[src/include/trellis_config.svh]
`ifndef TRELLIS_CONFIG_SVH
`define TRELLIS_CONFIG_SVH

// state metric width, all metric arithmetic wraps at this size
`define ACS_BITS 8

// rotated sample width, unity gain sits at 2^(ROT_BITS-2)
`define ROT_BITS 8

// matched filter width, only the top ROT_BITS bits reach the rotator
`define MF_BITS 10

// 32 angle steps around the circle
`define ANGLE_BITS 5

// trellis states, which is also the number of branches into each state
`define NUM_STATES 4

// the four branch slots need this many clocks between symbol strobes
`define SYMBOL_CLOCKS 4

`endif

[src/verilog/trellisPkg.sv]
`include "trellis_config.svh"

package trellisPkg;

   typedef struct packed {
      logic signed [`MF_BITS-1:0] i;
      logic signed [`MF_BITS-1:0] q;
   } sampleT;

   typedef struct packed {
      logic signed [`ROT_BITS-1:0] i;
      logic signed [`ROT_BITS-1:0] q;
   } rotSampleT;

   // modulation index of the current symbol, 4/5 and 5/4 alternate
   typedef enum logic {
      H45 = 1'b0,
      H54 = 1'b1
   } hIndexE;

   typedef struct packed {
      logic [1:0]             slot;
      logic                   firstSlot;
      hIndexE                 hIndex;
      logic [`ANGLE_BITS-1:0] tilt;
      sampleT                 sample;
   } branchCtrlT;

   typedef struct packed {
      logic signed [`ACS_BITS-1:0] metric;
      logic [1:0]                  sel;
      rotSampleT                   rotSample;
      logic                        normFlag;
   } nodeOutT;

   // round(63 * cos(2*pi*k/32)) and the matching sine
   localparam logic signed [`ROT_BITS-1:0] cosTable [2**`ANGLE_BITS] = '{
      63, 62, 58, 52, 45, 35, 24, 12, 0, -12, -24, -35, -45, -52, -58, -62,
      -63, -62, -58, -52, -45, -35, -24, -12, 0, 12, 24, 35, 45, 52, 58, 62
   };

   localparam logic signed [`ROT_BITS-1:0] sinTable [2**`ANGLE_BITS] = '{
      0, 12, 24, 35, 45, 52, 58, 62, 63, 62, 58, 52, 45, 35, 24, 12,
      0, -12, -24, -35, -45, -52, -58, -62, -63, -62, -58, -52, -45, -35, -24, -12
   };

   // branch phases in angle steps, first index is H45 then H54, then node, then slot
   localparam logic [`ANGLE_BITS-2:0] branchPhaseTable [2][`NUM_STATES][`NUM_STATES] = '{
      '{'{0, 4, 8, 12}, '{2, 6, 10, 14}, '{8, 12, 0, 4}, '{10, 14, 2, 6}},
      '{'{0, 5, 10, 15}, '{3, 8, 13, 2}, '{10, 15, 4, 9}, '{13, 2, 7, 12}}
   };

   // branch k into node n leaves from state n xor k
   localparam logic [1:0] predecessorTable [`NUM_STATES][`NUM_STATES] = '{
      '{0, 1, 2, 3},
      '{1, 0, 3, 2},
      '{2, 3, 0, 1},
      '{3, 2, 1, 0}
   };

endpackage
[src/verilog/acsNode.sv]
`timescale 1ns/1ps
`include "trellis_config.svh"

module acsNode #(
   parameter int NODE_INDEX = 0
) (
   input  logic                                  clk,
   input  logic                                  reset,
   input  trellisPkg::branchCtrlT                branchCtrl,
   input  logic [`NUM_STATES-1:0][`ACS_BITS-1:0] stateMetrics,
   output trellisPkg::nodeOutT                   nodeOut,
   output logic                                  nodeValid
);

   logic [`ANGLE_BITS-2:0]      branchPhase;
   logic [`ANGLE_BITS-1:0]      phaseSum;
   logic [`ANGLE_BITS-1:0]      rotAngle;
   trellisPkg::rotSampleT       rotIn;
   trellisPkg::rotSampleT       rotOut;
   logic                        slotActive;
   logic                        lastSlotIn;
   logic                        lastSlotOut;
   logic [1:0]                  slotDelay1;
   logic [1:0]                  slotDelay2;
   trellisPkg::rotSampleT       capturedSlots [`NUM_STATES-1];
   trellisPkg::rotSampleT       slotSamples [`NUM_STATES];
   logic signed [`ACS_BITS-1:0] sums [`NUM_STATES];
   logic signed [`ACS_BITS-1:0] bestSum;
   logic [1:0]                  bestSel;

   // angle is 32 minus (tilt + 2 * phase), which in five bits is just the negated sum
   always_comb begin
      branchPhase = trellisPkg::branchPhaseTable[branchCtrl.hIndex][NODE_INDEX][branchCtrl.slot];
      phaseSum    = branchCtrl.tilt + {branchPhase, 1'b0};
      rotAngle    = -phaseSum;
      rotIn.i     = branchCtrl.sample.i[`MF_BITS-1 -: `ROT_BITS];
      rotIn.q     = branchCtrl.sample.q[`MF_BITS-1 -: `ROT_BITS];
   end

   // slot 3 also shows while idle, so only the one that follows a first slot counts
   assign lastSlotIn = (branchCtrl.slot == 2'd3) && slotActive;

   always_ff @(posedge clk) begin
      if (reset) begin
         slotActive <= 1'b0;
         slotDelay1 <= 2'd3;
         slotDelay2 <= 2'd3;
      end else begin
         if (branchCtrl.firstSlot) begin
            slotActive <= 1'b1;
         end else if (lastSlotIn) begin
            slotActive <= 1'b0;
         end
         slotDelay1 <= branchCtrl.slot;
         slotDelay2 <= slotDelay1;
      end
   end

   // the strobe marks the last slot, so it leaves the rotator together with that slot
   phaseRotator i_phaseRotator (
      .clk       (clk),
      .reset     (reset),
      .inSample  (rotIn),
      .angle     (rotAngle),
      .inStrobe  (lastSlotIn),
      .outSample (rotOut),
      .outStrobe (lastSlotOut)
   );

   // serial to parallel, slots 0 to 2 are kept and slot 3 is used straight off the rotator
   always_ff @(posedge clk) begin
      if (slotDelay2 != 2'd3) begin
         capturedSlots[slotDelay2] <= rotOut;
      end
   end

   always_comb begin
      for (int k = 0; k < `NUM_STATES - 1; k++) begin
         slotSamples[k] = capturedSlots[k];
      end
      slotSamples[`NUM_STATES-1] = rotOut;
   end

   // the metric sums wrap, and the strict compare leaves ties with the lower branch
   always_comb begin
      logic signed [`ACS_BITS-1:0] extI;
      for (int k = 0; k < `NUM_STATES; k++) begin
         extI    = slotSamples[k].i;
         sums[k] = extI + stateMetrics[trellisPkg::predecessorTable[NODE_INDEX][k]];
      end
      bestSum = sums[0];
      bestSel = 2'd0;
      for (int k = 1; k < `NUM_STATES; k++) begin
         if (sums[k] > bestSum) begin
            bestSum = sums[k];
            bestSel = 2'(k);
         end
      end
   end

   always_ff @(posedge clk) begin
      if (lastSlotOut) begin
         nodeOut.metric    <= bestSum;
         nodeOut.sel       <= bestSel;
         nodeOut.rotSample <= slotSamples[bestSel];
         // 01 on top means the metric is one more climb away from wrapping negative
         nodeOut.normFlag  <= (bestSum[`ACS_BITS-1 -: 2] == 2'b01);
      end
   end

   always_ff @(posedge clk) begin
      if (reset) begin
         nodeValid <= 1'b0;
      end else begin
         nodeValid <= lastSlotOut;
      end
   end

   // one result per symbol, even when strobes come as close as the sequencer allows
   singleValidCheck: assert property (@(posedge clk) disable iff (reset)
      nodeValid |=> !nodeValid);

endmodule

[src/verilog/branchSequencer.sv]
`timescale 1ns/1ps
`include "trellis_config.svh"

module branchSequencer (
   input  logic                   clk,
   input  logic                   reset,
   input  logic                   symEn,
   input  trellisPkg::sampleT     sample,
   input  logic [`ANGLE_BITS-1:0] tiltStep,
   output trellisPkg::branchCtrlT branchCtrl
);

   localparam int symbolGap = `SYMBOL_CLOCKS - 1;

   logic [1:0]             slot;
   logic                   firstSlot;
   trellisPkg::hIndexE     hIndex;
   logic [`ANGLE_BITS-1:0] tilt;
   trellisPkg::sampleT     heldSample;

   // the slot count parks at 3 between symbols, so idle cycles look like the last slot
   always_ff @(posedge clk) begin
      if (reset) begin
         slot      <= 2'd3;
         firstSlot <= 1'b0;
         hIndex    <= trellisPkg::H45;
         tilt      <= '0;
      end else if (symEn) begin
         slot      <= 2'd0;
         firstSlot <= 1'b1;
         if (hIndex == trellisPkg::H45) begin
            // this symbol runs at 5/4, which is where the tilt steps forward
            hIndex <= trellisPkg::H54;
            tilt   <= tilt + tiltStep;
         end else begin
            hIndex <= trellisPkg::H45;
         end
      end else begin
         firstSlot <= 1'b0;
         if (slot != 2'd3) begin
            slot <= slot + 2'd1;
         end
      end
   end

   // the sample stays put for all four branch slots
   always_ff @(posedge clk) begin
      if (symEn) begin
         heldSample <= sample;
      end
   end

   always_comb begin
      branchCtrl.slot      = slot;
      branchCtrl.firstSlot = firstSlot;
      branchCtrl.hIndex    = hIndex;
      branchCtrl.tilt      = tilt;
      branchCtrl.sample    = heldSample;
   end

   // a strobe inside the slot window would cut the previous symbol short in every node
   symbolGapCheck: assert property (@(posedge clk) disable iff (reset)
      symEn |=> !symEn [*symbolGap]);

endmodule

[src/verilog/cpmTrellisTop.sv]
`timescale 1ns/1ps
`include "trellis_config.svh"

module cpmTrellisTop (
   input  logic                        clk,
   input  logic                        reset,
   input  logic                        symEn,
   input  trellisPkg::sampleT          sample,
   input  logic [`ANGLE_BITS-1:0]      tiltStep,
   output logic                        outValid,
   output logic [1:0]                  bestState,
   output logic [`ACS_BITS-1:0]        bestMetric,
   output trellisPkg::rotSampleT       bestSample,
   output logic [`NUM_STATES-1:0][1:0] decisions,
   output logic                        normalized
);

   trellisPkg::branchCtrlT                branchCtrl;
   logic [`NUM_STATES-1:0][`ACS_BITS-1:0] stateMetrics;
   trellisPkg::nodeOutT [`NUM_STATES-1:0] nodeOuts;
   logic [`NUM_STATES-1:0]                nodeValids;

   branchSequencer i_branchSequencer (
      .clk        (clk),
      .reset      (reset),
      .symEn      (symEn),
      .sample     (sample),
      .tiltStep   (tiltStep),
      .branchCtrl (branchCtrl)
   );

   for (genvar n = 0; n < `NUM_STATES; n++) begin : nodeGen
      acsNode #(
         .NODE_INDEX (n)
      ) i_acsNode (
         .clk          (clk),
         .reset        (reset),
         .branchCtrl   (branchCtrl),
         .stateMetrics (stateMetrics),
         .nodeOut      (nodeOuts[n]),
         .nodeValid    (nodeValids[n])
      );
   end

   // all nodes see the same control word, so node 0 speaks for the rest
   metricBank i_metricBank (
      .clk          (clk),
      .reset        (reset),
      .nodeOuts     (nodeOuts),
      .nodeValid    (nodeValids[0]),
      .stateMetrics (stateMetrics),
      .outValid     (outValid),
      .bestState    (bestState),
      .bestMetric   (bestMetric),
      .bestSample   (bestSample),
      .decisions    (decisions),
      .normalized   (normalized)
   );

endmodule

[src/verilog/metricBank.sv]
`timescale 1ns/1ps
`include "trellis_config.svh"

module metricBank (
   input  logic                                  clk,
   input  logic                                  reset,
   input  trellisPkg::nodeOutT [`NUM_STATES-1:0] nodeOuts,
   input  logic                                  nodeValid,
   output logic [`NUM_STATES-1:0][`ACS_BITS-1:0] stateMetrics,
   output logic                                  outValid,
   output logic [1:0]                            bestState,
   output logic [`ACS_BITS-1:0]                  bestMetric,
   output trellisPkg::rotSampleT                 bestSample,
   output logic [`NUM_STATES-1:0][1:0]           decisions,
   output logic                                  normalized
);

   localparam logic [`ACS_BITS-1:0] normStep = 1 << (`ACS_BITS - 2);

   logic                                  anyNorm;
   logic [`NUM_STATES-1:0][`ACS_BITS-1:0] newMetrics;
   logic [1:0]                            bestIndex;

   // one flag from any node pulls every metric down by the same amount
   always_comb begin
      anyNorm = 1'b0;
      for (int n = 0; n < `NUM_STATES; n++) begin
         anyNorm = anyNorm | nodeOuts[n].normFlag;
      end
      for (int n = 0; n < `NUM_STATES; n++) begin
         if (anyNorm) begin
            newMetrics[n] = nodeOuts[n].metric - normStep;
         end else begin
            newMetrics[n] = nodeOuts[n].metric;
         end
      end
   end

   // best state is picked on the metrics as they will be stored
   always_comb begin
      bestIndex = 2'd0;
      for (int n = 1; n < `NUM_STATES; n++) begin
         if ($signed(newMetrics[n]) > $signed(newMetrics[bestIndex])) begin
            bestIndex = 2'(n);
         end
      end
   end

   always_ff @(posedge clk) begin
      if (reset) begin
         stateMetrics <= '0;
         outValid     <= 1'b0;
         normalized   <= 1'b0;
      end else begin
         outValid <= nodeValid;
         if (nodeValid) begin
            stateMetrics <= newMetrics;
            normalized   <= anyNorm;
         end
      end
   end

   always_ff @(posedge clk) begin
      if (nodeValid) begin
         bestState  <= bestIndex;
         bestMetric <= newMetrics[bestIndex];
         bestSample <= nodeOuts[bestIndex].rotSample;
         for (int n = 0; n < `NUM_STATES; n++) begin
            decisions[n] <= nodeOuts[n].sel;
         end
      end
   end

endmodule

[src/verilog/phaseRotator.sv]
`timescale 1ns/1ps
`include "trellis_config.svh"

module phaseRotator (
   input  logic                   clk,
   input  logic                   reset,
   input  trellisPkg::rotSampleT  inSample,
   input  logic [`ANGLE_BITS-1:0] angle,
   input  logic                   inStrobe,
   output trellisPkg::rotSampleT  outSample,
   output logic                   outStrobe
);

   localparam int fracBits = `ROT_BITS - 2;

   logic signed [`ROT_BITS-1:0]   cosVal;
   logic signed [`ROT_BITS-1:0]   sinVal;
   logic signed [2*`ROT_BITS-1:0] prodIc;
   logic signed [2*`ROT_BITS-1:0] prodQs;
   logic signed [2*`ROT_BITS-1:0] prodIs;
   logic signed [2*`ROT_BITS-1:0] prodQc;
   logic signed [2*`ROT_BITS:0]   sumI;
   logic signed [2*`ROT_BITS:0]   sumQ;
   logic signed [2*`ROT_BITS:0]   scaledI;
   logic signed [2*`ROT_BITS:0]   scaledQ;
   logic                          midStrobe;

   always_comb begin
      cosVal = trellisPkg::cosTable[angle];
      sinVal = trellisPkg::sinTable[angle];
   end

   // stage one holds the four partial products
   always_ff @(posedge clk) begin
      prodIc <= inSample.i * cosVal;
      prodQs <= inSample.q * sinVal;
      prodIs <= inSample.i * sinVal;
      prodQc <= inSample.q * cosVal;
   end

   // the table gain is 63, close enough to 64 that a plain shift brings it back to scale
   always_comb begin
      sumI    = prodIc - prodQs;
      sumQ    = prodIs + prodQc;
      scaledI = sumI >>> fracBits;
      scaledQ = sumQ >>> fracBits;
   end

   // stage two truncates back to the sample width
   always_ff @(posedge clk) begin
      outSample.i <= scaledI[`ROT_BITS-1:0];
      outSample.q <= scaledQ[`ROT_BITS-1:0];
   end

   always_ff @(posedge clk) begin
      if (reset) begin
         midStrobe <= 1'b0;
         outStrobe <= 1'b0;
      end else begin
         midStrobe <= inStrobe;
         outStrobe <= midStrobe;
      end
   end

endmodule

[config.mk]
export PLATFORM = sky130hd
export DESIGN_NAME = cpmTrellisTop
export DESIGN_NICKNAME = d
export VERILOG_FILES = /design/src/verilog/trellisPkg.sv /design/src/verilog/acsNode.sv /design/src/verilog/branchSequencer.sv /design/src/verilog/cpmTrellisTop.sv /design/src/verilog/metricBank.sv /design/src/verilog/phaseRotator.sv
export VERILOG_INCLUDE_DIRS = /design/src /design/src/include
export SDC_FILE = /design/constraint.sdc
export NUM_CORES = 2
export LEC_CHECK = 0
export ABC_CLOCK_PERIOD_IN_PS = 7300
export BUFFER_PORTS_ARGS = -buffer_cell sky130_fd_sc_hd__buf_2
export CAP_MARGIN = 0
export CORE_MARGIN = 4
export CORE_UTILIZATION = 40
export CTS_CLUSTER_DIAMETER = 50
export CTS_CLUSTER_SIZE = 12
export DETAILED_ROUTE_END_ITERATION = 8
export HOLD_SLACK_MARGIN = 0.06
export PLACE_DENSITY_LB_ADDON = 0.05
export SYNTH_ARGS = -nofsm -noshare
export SYNTH_HDL_FRONTEND = slang
export SYNTH_SLANG_ARGS = --single-unit
[constraint.sdc]
create_clock -name clk -period 7.3 [get_ports clk]
set_input_delay 0.73 -clock clk [delete_from_list [all_inputs] [get_ports clk]]
set_output_delay 0.73 -clock clk [all_outputs]
set_load 0.01 [all_outputs]
After elaboration in Yosys (flattened, before gate mapping)
Memories as Yosys holds them, arrays and structs flattened.
Index checks and enable logic that the tools add are counted.
- register bits after elaboration: 510
- RAM bits: 192
- memory bits (read-only): 2048
- input port bits: 28
- word-level logic and storage cells: 300
- memories kept: 12
- add/sub/neg operators: 38
- multipliers: 16
- order comparisons: 28
- eq/ne operators: 7
- multiplexer cells: 96
- bitwise logic cells: 14
- reductions and logical operators: 10
- memories (name ; words ; bits a word ; read ports ; clocked after memory_dff ; wr ports ; RTL line ; text):
    (no name shown) ; 32 ; 8 ; 1 ; 0 ; 0 ; phaseRotator.sv:30 ; sinVal = trellisPkg::sinTable[angle];
    (no name shown) ; 32 ; 8 ; 1 ; 0 ; 0 ; phaseRotator.sv:29 ; cosVal = trellisPkg::cosTable[angle];
    (no name shown) ; 32 ; 8 ; 1 ; 0 ; 0 ; phaseRotator.sv:30 ;
    (no name shown) ; 32 ; 8 ; 1 ; 0 ; 0 ; phaseRotator.sv:29 ;
    (no name shown) ; 32 ; 8 ; 1 ; 0 ; 0 ; phaseRotator.sv:30 ;
    (no name shown) ; 32 ; 8 ; 1 ; 0 ; 0 ; phaseRotator.sv:29 ;
    +6 memories ; -- ; -- ; -- ; -- ; -- ; -- ;
- operators by type and width (cell ; count):
    $mux W8 ; 35
    $mul A8 B8 Y14 ; 16
    $add A8 B8 Y8 ; 16
    $bmux W16 S2 ; 4
    $mux W16 ; 8
    $mux W64 ; 2
    $gt A8 B8 Y1 ; 15
    $mux W57 ; 1
    $add A14 B14 Y14 ; 4
    $sub A14 B14 Y14 ; 4
    $bmux W27 S2 ; 1
    $bmux W8 S2 ; 3
    $bmux W4 S2 ; 4
    $mux W4 ; 8
    $sub A8 B7 Y8 const B ; 4
    $add A5 B5 Y5 ; 5
    $ge A6 B6 Y1 const B ; 4
    $mux W2 ; 12
    $not A5 Y6 ; 4
    $neg A5 Y5 ; 4
    $mux W1 ; 17
    $mux W17 ; 1
    $ge A3 B3 Y1 const B ; 5
    $not A2 Y3 ; 5
    13 further kinds ; 27

Logic depth before layout (Yosys ltp)
- depth in word-level cells: 16
- gate-level depth with buffers: 43
- depth with buffers taken out: 39

Modules after synthesis
From an unflattened synthesis, not the netlist that was laid out.
- cell total of the unflattened synthesis: 7765
- area total of the unflattened synthesis: 74138.6 um2
- modules (own cells, without submodules) (module ; times used ; cells an instance ; area each (um2) ; sequential area each (um2)):
    phaseRotator (nodeGen[1].i_acsNode.i_phaseRotator) ; 1 ; 1315 ; 11878.9 ; 1481.4
    phaseRotator (nodeGen[3].i_acsNode.i_phaseRotator) ; 1 ; 1330 ; 11861.4 ; 1481.4
    phaseRotator (nodeGen[0].i_acsNode.i_phaseRotator) ; 1 ; 1309 ; 11798.8 ; 1481.4
    phaseRotator (nodeGen[2].i_acsNode.i_phaseRotator) ; 1 ; 1318 ; 11782.6 ; 1481.4
    acsNode (nodeGen[1].i_acsNode) ; 1 ; 528 ; 5470.2 ; 2372.3
    acsNode (nodeGen[2].i_acsNode) ; 1 ; 478 ; 5451.5 ; 2372.3
    acsNode (nodeGen[0].i_acsNode) ; 1 ; 518 ; 5377.7 ; 2372.3
    acsNode (nodeGen[3].i_acsNode) ; 1 ; 467 ; 5333.9 ; 2372.3
    metricBank ; 1 ; 427 ; 4072.7 ; 1701.6
    branchSequencer ; 1 ; 75 ; 1111.1 ; 780.7

Worst setup path after synthesis
OpenSTA, ideal clock, no wires.
- kind: register -> register
- start point: mem nodeGen[2].i_acsNode.capturedSlots[0][8] (netlist name)
- end point: reg nodeGen[2].i_acsNode.nodeOut[12] (netlist name) (data pin)
- arrival: 7657 ps
- data required time: 7141 ps
- slack: -516 ps
- cell stages (with the launch flop): 36
- cells stage by stage: edfxtp_1 > ha_1 > fa_1 > a21o_1 > a21oi_1 > xor2_1 > ha_1 > nand3_1 > o22ai_1 > o31ai_1 > o211ai_1 > a31oi_1 > buf_2 > buf_1 > mux2i_1 > ha_1 > a21o_1 > a2111o_1 > a311o_1 > o221ai_2 > clkbuf_1 > nand2_1 > o21ai_0 > ha_1 > nor2b_1 > o21a_1 > o21ai_0 > nand2b_1 > a21oi_1 > nor2b_1 > o21ai_0 > a21oi_1 > a21oi_1 > clkbuf_1 > o21ai_0 > a22oi_1
- RTL lines (item ; RTL line ; text):
    start, declared ; acsNode.sv:25 ; trellisPkg::rotSampleT capturedSlots [`NUM_STATES-1];
    end, declared ; acsNode.sv:11 ; output trellisPkg::nodeOutT nodeOut,

==> flow_summary.ini <==
[outcome]
status = complete, no violations

[synthesis]
async_flop_share_pct = 0
yosysWarnings = 0
synth_area_um2 = 70700
synthCells = 7353
synth_cell_types = 82
synth_seq_cells = 698
synth_flop_cell = edfxtp_1
ys_seq_area_share_pct = 24.7
synth_area_per_cell_um2 = 9.61
synth-edff-count = 350
syn-num-nets = 8942

[setup_path]
cpMostUsedCell = a21oi_1
r2r-start = nodeGen[0].i_acsNode.capturedSlots[0][8]
path_buf_inv = 4
max_stage_delay_ps = 430
r2r_cells = 36
start_kind = flop
crit_path_max_fanout = 6
crit_path_top_delay_cell = edfxtp_1
critPathKind = flop to flop
arrival_ps = 7530
crit_required_ps = 7780
crit_family = compound AO/OA/AOI/OAI gates
end_kind = flop
reg2reg_slack_ps = 260
r2r_end = nodeGen[0].i_acsNode.nodeOut[8]

[timing]
slew_viol_final = 0
layout_setup_ws_ps = 255
fin_skew_ps = 49.5
fin_crit_ps = 7040
worstMarginPinSlew_ps = 1130
setup_violations = 0
report.final.hold_viol_count = 0
fin_crit_sh_pct = 96.5
max_freq_mhz = 142
relSlewSlack_pct = 24.6

[floorplanning]
fp-row-count = 154
die_area_um2 = 183000
start_util_pct = 40.2
die_w_um = 428
ioPinCount = 64
core_area_um2 = 176000
die_y_um = 428

[worst_hold_path]
hold_depth = 1
hp-start = sample[14]
min_path_type = primary input to flop
holdPathEnd = i_branchSequencer.branchCtrl[14]

[placed_design]
gp_congestion = 0.861
pre_cts_slack_ps = -92.1
post_dp_cell_area_um2 = 76200
dp_hpwl_mm = 148
io_buffers = 59

[clocking]
cts-root-buf = clkbuf_16
numCtsBuffers = 108
cts.clk_slew.worst_paths_ps = 60
cts_tree = yes
clock_latency_ps = 740
htreeDepth = 3
cts_sinks = 698
clock_path_buffers = 3

[route]
drcViolationCount = 0
wl_per_cell_um = 18.9
vias = 49782
drt_iter0_drc = 2697
viasPerCell = 4.95
postRouteAntennaNets = 0
totalWireLength_mm = 191
first_pass_iters = 6

[job]
maxCapViolations = 0

[layout]
layout-drive-gt1-share_pct = 11.6
nets = 9213
postLayoutCellArea_um2 = 81000
syn2layout_area_growth_pct = 14.6
layout_commonest_cell = inv_1
final_core_util_pct = 46.0
mostFrequentLayoutCells = inv_1, fa_1, ha_1

[global_route]
grt_pass1_vias = 51451
globalRouteOverflowTotal = 0
grt_pass1_wl_mm = 300
gr-usage-all-layers_pct = 20.9
grt_max_degree = 65
antenna_found_initial = 20
-- cell families (layout without fill, tap and decap cells) --
| family | Yosys count | in the layout | synth area share, % |
|---|---|---|---|
| flip-flops | 698 | 698 | 24.7 |
| AO/OA/AOI/OAI | 1190 | 1190 | 10.4 |
| adder cells (fa/ha/maj) | 1561 | 1561 | 36.0 |
| XOR/XNOR | 418 | 418 | 5.19 |
| buffers and inverters | 1528 | 1894 | 8.14 |
| multiplexers | 166 | 166 | 2.63 |
| AND/OR/NAND/NOR | 1792 | 1792 | 12.9 |
| other | 0 | 4 | 0 |
-- registers in the layout, summed over array words and instances (netlist names), 2 cells and up --
register and flops:
i_metricBank.stateMetrics 32, nodeGen.i_acsNode.slotActive 4, nodeGen.i_acsNode.i_phaseRotator.prodIs 56, i_branchSequencer.tilt 5, i_metricBank.bestMetric 8, nodeGen.i_acsNode.i_phaseRotator.prodIc 56, i_branchSequencer.slot 2, nodeGen.i_acsNode.i_phaseRotator.prodQc 56
i_metricBank.decisions 8, nodeGen.i_acsNode.slotDelay2 2, nodeGen.i_acsNode.i_phaseRotator.outStrobe 4, nodeGen.i_acsNode.capturedSlots 192, nodeGen.i_acsNode.i_phaseRotator.prodQs 56, nodeGen.i_acsNode.slotDelay1 2, nodeGen.i_acsNode.i_phaseRotator.midStrobe 4, nodeGen.i_acsNode.nodeOut 108
nodeGen.i_acsNode.i_phaseRotator.outSample 64, i_metricBank.bestState 2, i_branchSequencer.branchCtrl 16, i_metricBank.bestSample 16
-- worst max-delay path by stage --
stage / startpoint / end / depth (start not counted)
2_1_floorplan: nodeGen[3].i_acsNode.capturedSlots[0][8] / nodeGen[3].i_acsNode.nodeOut[12] / 35
3_3_place_gp: i_metricBank.stateMetrics[16] / nodeGen[2].i_acsNode.nodeOut[8] / 35
3_5_place_dp: i_metricBank.stateMetrics[9] / nodeGen[1].i_acsNode.nodeOut[8] / 35
4_1_cts: i_metricBank.stateMetrics[24] / nodeGen[3].i_acsNode.nodeOut[19] / 36
5_1_grt: nodeGen[0].i_acsNode.capturedSlots[0][8] / nodeGen[0].i_acsNode.nodeOut[26] / 34
6_report: nodeGen[0].i_acsNode.capturedSlots[0][8] / nodeGen[0].i_acsNode.nodeOut[8] / 36
-- worst register-to-register path, delay by kind of cell (launching register included) --
| family | cells | cell delay (ps) |
|---|---|---|
| flops | 1 | 430 |
| xor+xnor | 1 | 280 |
| buf+inv | 4 | 630 |
| compound gates | 16 | 2680 |
| fa+ha+maj | 5 | 1270 |
| simple gates | 9 | 1170 |
| mux | 1 | 340 |
-- per-layer routing --
metal | vias to the layer above | share of wire [%] | GRT usage [%]
met5 | - | 0.010 | 0
met4 | 4 | 3.3 | 6.73
met3 | 227 | 4.2 | 2.80
met2 | 804 | 45 | 33.2
met1 | 24459 | 48 | 29.6
li1 | 24288 | - | -
-- synth_stat cells (all sizes together) (21+ instances only) --
| cell | number | area share (%) |
|---|---|---|
| inv | 1216 | 6.5 |
| fa | 789 | 22 |
| ha | 772 | 14 |
| and2 | 479 | 4.2 |
| nand2 | 467 | 2.5 |
| a21oi | 386 | 2.7 |
| nor2 | 356 | 1.9 |
| edfxtp | 350 | 15 |
| dfxtp | 348 | 9.9 |
| xnor2 | 318 | 4.0 |
| o21ai | 315 | 2.2 |
| clkbuf | 268 | 1.4 |
| nor2b | 182 | 1.6 |
| nand2b | 148 | 1.3 |
| mux2i | 109 | 1.5 |
| o21bai | 107 | 1.1 |
| xor2 | 100 | 1.2 |
| a21o | 98 | 1.0 |
| o21a | 47 | 0.50 |
| mux2 | 46 | 0.73 |
| nor3 | 44 | 0.31 |
| nand3 | 43 | 0.30 |
| buf | 42 | 0.24 |
| a211oi | 35 | 0.37 |
| a22oi | 31 | 0.33 |
| o211ai | 23 | 0.24 |
| a31oi | 21 | 0.19 |
| or2 | 21 | 0.19 |
-- final cells by class --
cell class,instances,area (um^2)
sequential,698,17500
clock inverter,70,870
fill,16732,94900
inverter,1217,4580
timing repair buffer,472,4000
clock buffer,135,2980
tap,2340,2930
multi-input combinational,5127,48100
antenna,4,10.0
-- metrics by stage --
step                TNS (ps)  hold WS [ps]  std cells
CTS                        0          81.2      10032
global route            -755           120      10059
detailed placement     -1300           400       9827
floorplan                  0           389       7353
finish                     0           170      10063
global placement       -1220           395       9827
-- what timing repair did --
action	4_1_cts	5_1_grt
setup endpoints to repair	66	153
pin swaps	1	55
hold endpoints to repair	0	0
gates cloned	0	3
gates resized for setup	10	169
hold buffers	0	0
buffers inserted	0	24
Power is left out: the tool's default activity adds up to more than one toggle a clock period on the data nets, which glitch-free logic cannot reach.
